[src/hw/cpu_macros.svh]
`ifndef CPU_MACROS_SVH
`define CPU_MACROS_SVH

// data and address width
`define CPU_WORD_W   32
`define CPU_REG_W    5
`define CPU_NUM_REGS 32
`define CPU_ALU_OPS  12

// instruction field widths
`define CPU_OP_W     6
`define CPU_FUNC_W   6

`endif
[src/hw/isa_pkg.sv]
`include "cpu_macros.svh"

package isa_pkg;

    typedef logic [`CPU_WORD_W-1:0]  word_t;
    typedef logic [`CPU_REG_W-1:0]   reg_idx_t;
    typedef logic [15:0]             imm_t;
    typedef logic [`CPU_OP_W-1:0]    opcode_t;
    typedef logic [`CPU_FUNC_W-1:0]  func_t;
    // bit 0 add, then sub slt sltu and nor or xor sll srl sra, bit 11 lui
    typedef logic [`CPU_ALU_OPS-1:0] alu_op_t;
    typedef logic [4:0]              ld_ext_t;   // {lb, lbu, lh, lhu, lw}
    typedef logic [2:0]              st_size_t;  // {sb, sh, sw}

    localparam opcode_t OP_SPECIAL = 6'h00;
    localparam opcode_t OP_REGIMM  = 6'h01;
    localparam opcode_t OP_J       = 6'h02;
    localparam opcode_t OP_JAL     = 6'h03;
    localparam opcode_t OP_BEQ     = 6'h04;
    localparam opcode_t OP_BNE     = 6'h05;
    localparam opcode_t OP_BLEZ    = 6'h06;
    localparam opcode_t OP_BGTZ    = 6'h07;
    localparam opcode_t OP_ADDI    = 6'h08;
    localparam opcode_t OP_ADDIU   = 6'h09;
    localparam opcode_t OP_SLTI    = 6'h0a;
    localparam opcode_t OP_SLTIU   = 6'h0b;
    localparam opcode_t OP_ANDI    = 6'h0c;
    localparam opcode_t OP_ORI     = 6'h0d;
    localparam opcode_t OP_XORI    = 6'h0e;
    localparam opcode_t OP_LUI     = 6'h0f;
    localparam opcode_t OP_LB      = 6'h20;
    localparam opcode_t OP_LH      = 6'h21;
    localparam opcode_t OP_LW      = 6'h23;
    localparam opcode_t OP_LBU     = 6'h24;
    localparam opcode_t OP_LHU     = 6'h25;
    localparam opcode_t OP_SB      = 6'h28;
    localparam opcode_t OP_SH      = 6'h29;
    localparam opcode_t OP_SW      = 6'h2b;

    localparam func_t FN_SLL  = 6'h00;
    localparam func_t FN_SRL  = 6'h02;
    localparam func_t FN_SRA  = 6'h03;
    localparam func_t FN_SLLV = 6'h04;
    localparam func_t FN_SRLV = 6'h06;
    localparam func_t FN_SRAV = 6'h07;
    localparam func_t FN_JR   = 6'h08;
    localparam func_t FN_JALR = 6'h09;
    localparam func_t FN_ADD  = 6'h20;
    localparam func_t FN_ADDU = 6'h21;
    localparam func_t FN_SUB  = 6'h22;
    localparam func_t FN_SUBU = 6'h23;
    localparam func_t FN_AND  = 6'h24;
    localparam func_t FN_OR   = 6'h25;
    localparam func_t FN_XOR  = 6'h26;
    localparam func_t FN_NOR  = 6'h27;
    localparam func_t FN_SLT  = 6'h2a;
    localparam func_t FN_SLTU = 6'h2b;

    // regimm branches select on the rt field
    localparam reg_idx_t RT_BLTZ   = 5'h00;
    localparam reg_idx_t RT_BGEZ   = 5'h01;
    localparam reg_idx_t RT_BLTZAL = 5'h10;
    localparam reg_idx_t RT_BGEZAL = 5'h11;

endpackage

[src/hw/pipe_pkg.sv]
package pipe_pkg;

    typedef logic [5:0] br_kind_t;    // {bltz, blez, bgtz, bgez, bne, beq}
    typedef logic [1:0] jump_kind_t;  // {jr/jalr, j/jal}

    typedef struct packed {
        isa_pkg::word_t pc;
        isa_pkg::word_t inst;
    } fetch_pkt_t;

    typedef struct packed {
        logic              we;
        isa_pkg::reg_idx_t addr;
        isa_pkg::word_t    data;
    } wb_pkt_t;

    typedef struct packed {
        logic              we;
        isa_pkg::reg_idx_t dest;
        logic              fwd_valid;  // fwd_data is the final result
        isa_pkg::word_t    fwd_data;
    } hazard_src_t;

    typedef struct packed {
        hazard_src_t es;
        hazard_src_t ms;
        hazard_src_t ws;
    } hazard_bus_t;

    typedef struct packed {
        isa_pkg::alu_op_t  alu_op;
        logic              load_op;
        logic              store_op;
        isa_pkg::ld_ext_t  ld_ext;
        isa_pkg::st_size_t st_size;
        logic              src1_is_sa;
        logic              src1_is_pc;
        logic              src2_is_imm;
        logic              src2_is_uimm;
        logic              src2_is_8;
        logic              gr_we;
        isa_pkg::reg_idx_t dest;
        isa_pkg::imm_t     imm;
        logic              uses_rs;
        logic              uses_rt;
        br_kind_t          br_kind;
        jump_kind_t        jump_kind;
    } decode_ctrl_t;

    typedef struct packed {
        isa_pkg::alu_op_t  alu_op;
        logic              load_op;
        logic              store_op;
        isa_pkg::ld_ext_t  ld_ext;
        isa_pkg::st_size_t st_size;
        logic              src1_is_sa;
        logic              src1_is_pc;
        logic              src2_is_imm;
        logic              src2_is_uimm;
        logic              src2_is_8;
        logic              gr_we;
        isa_pkg::reg_idx_t dest;
        isa_pkg::imm_t     imm;
        isa_pkg::word_t    rs_value;
        isa_pkg::word_t    rt_value;
        isa_pkg::word_t    pc;
    } ds_to_es_t;

    typedef struct packed {
        logic           taken;
        isa_pkg::word_t target;
    } br_pkt_t;

endpackage

[src/hw/branch_unit.sv]
`include "cpu_macros.svh"

module branch_unit (
    input  isa_pkg::word_t                   pc,
    input  isa_pkg::imm_t                    imm,
    input  logic [`CPU_WORD_W-`CPU_OP_W-1:0] jidx_pc_field,
    input  pipe_pkg::br_kind_t               br_kind,
    input  pipe_pkg::jump_kind_t             jump_kind,
    input  isa_pkg::word_t                   rs_value,
    input  isa_pkg::word_t                   rt_value,
    output logic                             br_hit,
    output isa_pkg::word_t                   target
);

    isa_pkg::word_t pc_plus4;
    isa_pkg::word_t br_offset;
    logic eq;
    logic neg;
    logic pos;
    logic cond;

    assign pc_plus4  = pc + `CPU_WORD_W'(4);
    assign br_offset = {{(`CPU_WORD_W-18){imm[15]}}, imm, 2'b00};

    assign eq  = rs_value == rt_value;
    assign neg = $signed(rs_value) < 0;
    assign pos = $signed(rs_value) > 0;

    assign cond = (br_kind[0] && eq)  || (br_kind[1] && !eq)
               || (br_kind[2] && !neg) || (br_kind[3] && pos)
               || (br_kind[4] && !pos) || (br_kind[5] && neg);
    assign br_hit = cond || |jump_kind;  // jumps always redirect

    always_comb begin
        if (|br_kind)
            target = pc_plus4 + br_offset;
        else if (jump_kind[1])
            target = rs_value;
        else
            target = {pc_plus4[`CPU_WORD_W-1 -: 4], jidx_pc_field, 2'b00};  // region jump
    end

endmodule

[config.mk]
export PLATFORM = sky130hd
export DESIGN_NAME = branch_unit
export DESIGN_NICKNAME = d
export VERILOG_FILES = /design/src/hw/isa_pkg.sv /design/src/hw/pipe_pkg.sv /design/src/hw/branch_unit.sv
export VERILOG_INCLUDE_DIRS = /design/src /design/src/hw
export SDC_FILE = /design/constraint.sdc
export NUM_CORES = 1
export LEC_CHECK = 0
export BUFFER_PORTS_ARGS = -buffer_cell sky130_fd_sc_hd__buf_4
export CORE_MARGIN = 8
export CORE_UTILIZATION = 48
export DETAILED_ROUTE_END_ITERATION = 8
export PLACE_DENSITY = 0.85
export SYNTH_ARGS = -nofsm -noshare
export SYNTH_HDL_FRONTEND = slang
export SYNTH_SLANG_ARGS = --single-unit
[constraint.sdc]
create_clock -name vclk -period 4.06
set_input_delay 0.203 -clock vclk [all_inputs]
set_output_delay 0.203 -clock vclk [all_outputs]
set_load 0.03 [all_outputs]
* Word-level counts from Yosys, hierarchy flattened
Cells that the tools add are included.
** Word-level totals
- Bits in registers :: 0
- Bits of input ports :: 146
- Output and inout bits :: 33
- Logic and storage cells :: 24
** Operators by class
- Add/subtract/negate cells :: 2
- Magnitude comparators :: 2
- Equal/unequal tests :: 1
- Muxes and demuxes :: 2
- Reduce and logical (&&, ||, !) cells :: 17
** Operators with widths (count)
- 32-bit 2-to-1 mux :: 2
- 32-bit by 3-bit adder with 32-bit output (second input constant) :: 1
- 32-bit adder :: 1
- 32-bit equality test :: 1
- 32-bit by 1-bit greater-than comparator with 1-bit output (second input constant) :: 1
- 32-bit by 1-bit < comparator with 1-bit output (second input constant) :: 1
- 1-bit logical AND :: 6
- 1-bit logical OR :: 6
- 6-bit OR reduction :: 1
- 1-bit zero test :: 3
- 2-bit OR reduction :: 1

* Depth between registers and ports, before layout
- Word-level depth :: 9
- Gate-level depth with buffers :: 15
- Gate-level depth less buffers :: 14

* Worst setup path after synthesis
No wires, ideal clock.
- Path kind :: input -> output
- From :: in pc[5]
- To :: out target[28]
- Data arrival time :: 3283 ps
- Required time :: 3857 ps
- Slack :: 574 ps
- Stages on the path :: 14
- Path buffers :: 0
- Path through :: nand4_1 -> nor4_2 -> nand2b_1 -> nor2_1 -> and3_1 -> xor2_1 -> ha_1 -> a21oi_1 -> o21a_1 -> o21bai_1 -> a2111o_1 -> a21o_1 -> a21o_1 -> a31oi_1
** On the way
- Word-level cells in the longest chain between the ends :: 3
** Ends and longest elaborated chain
- start: declaration :: RTL line branch_unit.sv:4 : input isa_pkg::word_t pc,
- 32-bit by 3-bit adder with 32-bit output (*) :: RTL line branch_unit.sv:22 : assign pc_plus4 = pc + `CPU_WORD_W'(4);
- 32-bit adder or 32-bit 2-to-1 mux (tied branches) :: RTL line branch_unit.sv:36, branch_unit.sv:37
- 32-bit 2-to-1 mux (*) :: RTL line branch_unit.sv:35 : if (|br_kind)
- end: declaration :: RTL line branch_unit.sv:12 : output isa_pkg::word_t target
Every way passes the cells marked *; elsewhere a longest branch is shown, timed or not.

* Final worst setup path
- From :: in pc[4]
- To :: out target[28]
Same word-level chain as after synthesis.

==> results.yml <==
cells_and_area:
  flow.area_growth_from_synthesis_pct: 41.7
  finalInstanceArea_mm2: 0.00479
  final_layout_size_suffix_gt1_share_pct: 29.7
  nets: 848
  seq_area_um2: 0
  numSequentialCells: 0
  clockBufferCount: 0
  num_antenna_cells: 0
  finalNonFillerCells: 760
drt:
  detail_route.wirelength_um: 14500
  first_pass_iters: 5
  route.detailed.vias_per_inst: 6.00
  dr_iter_0_viols: 223
  post-route-drc-count: 0
  ant_nets: 0
  via_count: 4561
  avgRoutedWirePerCell_um: 19.1
critical_path:
  cp_data_required_time_ns: 3.86
  critPathTopFamily: "compound AO/OA/AOI/OAI gates"
  crit_path_end_kind: "output pin"
  worst_path_max_delay_cell: "sky130_fd_sc_hd__nor4_2"
  timing_worst_setup_path_type: "in -> out"
  critical_path_buffer_and_inverter_count: 2
  timing.critical_path.slowest_cell_delay_ns: 0.53
  worst-endpoint-arrival_ns: 3.63
  crit_path_start_kind: "input port"
  largest_fanout_on_the_critical_path: 6
  crit_chain: "buf_4 > nand4_1 > nor4_2 > nand2b_1 > nor2_1 > and3_1 > xor2_1 > ha_1 > a21oi_1 > o21a_1 > o21bai_1 > a2111o_1 > a21o_1 > a21o_1 > a31oi_1 > buf_4"
pwr:
  power_spent_charging_and_discharging_nets_uw: 479
  netSwitchingFraction_pct: 57.3
  power.clock.fraction_pct: 0
  cellPowerDensity_mw_per_mm2: 174
  comb_power_share_pct: 100.0
  finalPower_uw: 836
  part_of_the_power_in_registers_pct: 0
  internal_power_uw: 357
  worst_ir_drop_vdd_uv: 90.4
  cellLeakagePower_nw: 2.23
die:
  die_width_um: 99.9
  floorplan.initialDensity_pct: 49.8
  die_height_um: 99.9
  number_of_standard_cell_rows_in_the_floorplan: 30
  die-area_mm2: 0.00999
  design.portCount: 179
  core_area_mm2: 0.00679
place:
  detailed_place.area_mm2: 0.00479
  globalplace.congestion: 0.993
  place.port_buffers: 179
  dp_worst_slack_ns: 0.259
  total_placed_cells_including_tap_cells: 760
  detailed_place_hpwl_um: 12600
yosys:
  synth.yosys.seq_area_share_pct: 0
  yosys-top-cells-count: "56 x sky130_fd_sc_hd__xor2_1, 48 x sky130_fd_sc_hd__nand2_1, 42 x sky130_fd_sc_hd__a21oi_1, 35 x sky130_fd_sc_hd__ha_1, 33 x sky130_fd_sc_hd__nor2_1"
  yosys-top-cells-area: "sky130_fd_sc_hd__xor2_1 15%, sky130_fd_sc_hd__ha_1 13%, sky130_fd_sc_hd__a21oi_1 6.2%, sky130_fd_sc_hd__xnor2_1 5.7%, sky130_fd_sc_hd__mux2i_1 5.3%"
  synth.cell_area_mm2: 0.00338
  synth_cells: 499
  avgSynthCellArea_um2: 6.78
  synth_top_area_share_pct: 14.5
  netlist-cell-type-count: 55
  ys.warnings.count: 0
  yosys.area.top_type: "sky130_fd_sc_hd__xor2_1"
  syn-num-nets: 681
  synth_most_common_cell: "sky130_fd_sc_hd__xor2_1"
global_routing:
  grt_max_degree: 41
  grt_pass1_wl_um: 22700
  use_met1_pct: 33.5
  groute.layer.met2.usage_pct: 48.8
  grt_overflow_total: 0
  first_global_vias: 4405
  groute.usage.overall_pct: 27.3
  use_met3_pct: 3.67
  number_of_antenna_violations_at_the_first_check_in_global_routing: 0
  grt-busiest-layer: "met2"
timing:
  final-hold-violation-count: 0
  report.final.setup_viol: 0
  min_period_over_period_pct: 94.5
  achievable_freq_mhz: 261
  rsz0062_at_grt: "no"
  timing.final.max_slew_violations: 0
  worstMarginPinSlew_ns: 0.966
  layout_setup_ws_ns: 0.225
  slew_headroom_pct: 35.6
  min_period_ns: 3.83
  finalSetupTns_ns: 0
clock_tree:
  postCtsSetupBuffers: 0
  cts_resized: 0
  postCtsHoldBufs: 0
run:
  timing.max_cap.violations: 0
min_path:
  timing.hold.worst.class: "in -> out"
  hold_end: "target[0]"
  worstHoldStart: "pc[0]"
  min_path_cells: 4
outcome:
  status: "complete, no violations"
[power groups by stage]
stage                     sequential [mW]  clock, mW  combinational (mW)
after global routing                    0          0               0.891
after floorplan                         0          0               0.488
after CTS                               0          0               0.828
after global placement                  0          0               0.814
final                                   0          0               0.836
after detailed placement                0          0               0.825
[worst max path at each step]
stage,from,to,slack (ns),cells after the start
after floorplan,pc[5],target[28],0.57,14
after global placement,pc[4],target[28],0.31,16
after detailed placement,pc[5],target[28],0.26,16
after CTS,pc[5],target[28],0.24,16
after global routing,pc[4],target[25],0.03,14
final,pc[4],target[28],0.23,16
[stage by stage]
step / hold WS, ns / utilization [%]
floorplan: 0.618 / -
global placement: 0.735 / 70.6
detailed placement: 0.724 / 70.6
CTS: 0.728 / 70.6
global route: 0.746 / 70.6
finish: 0.731 / 70.6
[routing by layer]
layer | up-vias | part of all wire, % | wire (um)
li1 | 2205 | - | -
met3 | 26 | 9.0 | 1310
met1 | 2081 | 40 | 5880
met5 | - | 0 | 0
met4 | 0 | 2.5 | 357
met2 | 249 | 48 | 6970
[placed cells by master, fill, tap and decap left out, types with 2 or more instances in the layout]
cell type                  instances
sky130_fd_sc_hd__buf_4           181
sky130_fd_sc_hd__xor2_1           56
sky130_fd_sc_hd__nand2_1          48
sky130_fd_sc_hd__a21oi_1          42
sky130_fd_sc_hd__ha_1             35
sky130_fd_sc_hd__nor2_1           33
sky130_fd_sc_hd__o21ai_0          28
sky130_fd_sc_hd__nand3_1          23
sky130_fd_sc_hd__xnor2_1          22
sky130_fd_sc_hd__nor4_1           22
sky130_fd_sc_hd__mux2i_1          18
sky130_fd_sc_hd__nand4_1          15
sky130_fd_sc_hd__a211oi_1         14
sky130_fd_sc_hd__nor2b_1          13
sky130_fd_sc_hd__inv_1            11
sky130_fd_sc_hd__and3_1           10
sky130_fd_sc_hd__nor3_1           10
sky130_fd_sc_hd__a21o_1            8
sky130_fd_sc_hd__o21bai_1          8
sky130_fd_sc_hd__or3_1             7
sky130_fd_sc_hd__and4_1            5
sky130_fd_sc_hd__and2_1            4
sky130_fd_sc_hd__a31o_2            4
sky130_fd_sc_hd__o21a_1            4
sky130_fd_sc_hd__nand2b_1          3
sky130_fd_sc_hd__a31oi_1           3
sky130_fd_sc_hd__o211ai_1          3
sky130_fd_sc_hd__a41oi_1           3
sky130_fd_sc_hd__mux2_2            3
sky130_fd_sc_hd__nor4_2            2
sky130_fd_sc_hd__o22ai_1           2
sky130_fd_sc_hd__nor3b_1           2
sky130_fd_sc_hd__or2_2             2
[tightest hold or removal path, stage by stage]
cell and delay (ns):
sky130_fd_sc_hd__buf_4 0.08, sky130_fd_sc_hd__nand2_1 0.04, sky130_fd_sc_hd__nand2_1 0.05, sky130_fd_sc_hd__buf_4 0.15
[cell type report]
class                           count  area (um2)
Fill cell                         602        2000
Inverter                           11        41.3
Multi-Input combinational cell    472        3270
Tap cell                           96         120
Timing Repair Buffer              181        1360
[kinds of logic (layout without fill, tap and decap cells)]
family	Yosys count	after routing	synth area share [%]
AO/OA/AOI/OAI	133	133	25.0
XOR/XNOR	78	78	20.2
adder cells (fa/ha/maj)	36	36	13.5
buffers and inverters	27	192	3.22
multiplexers	21	21	6.33
AND/OR/NAND/NOR	204	204	31.7
(Power assumes the default switching activity.)
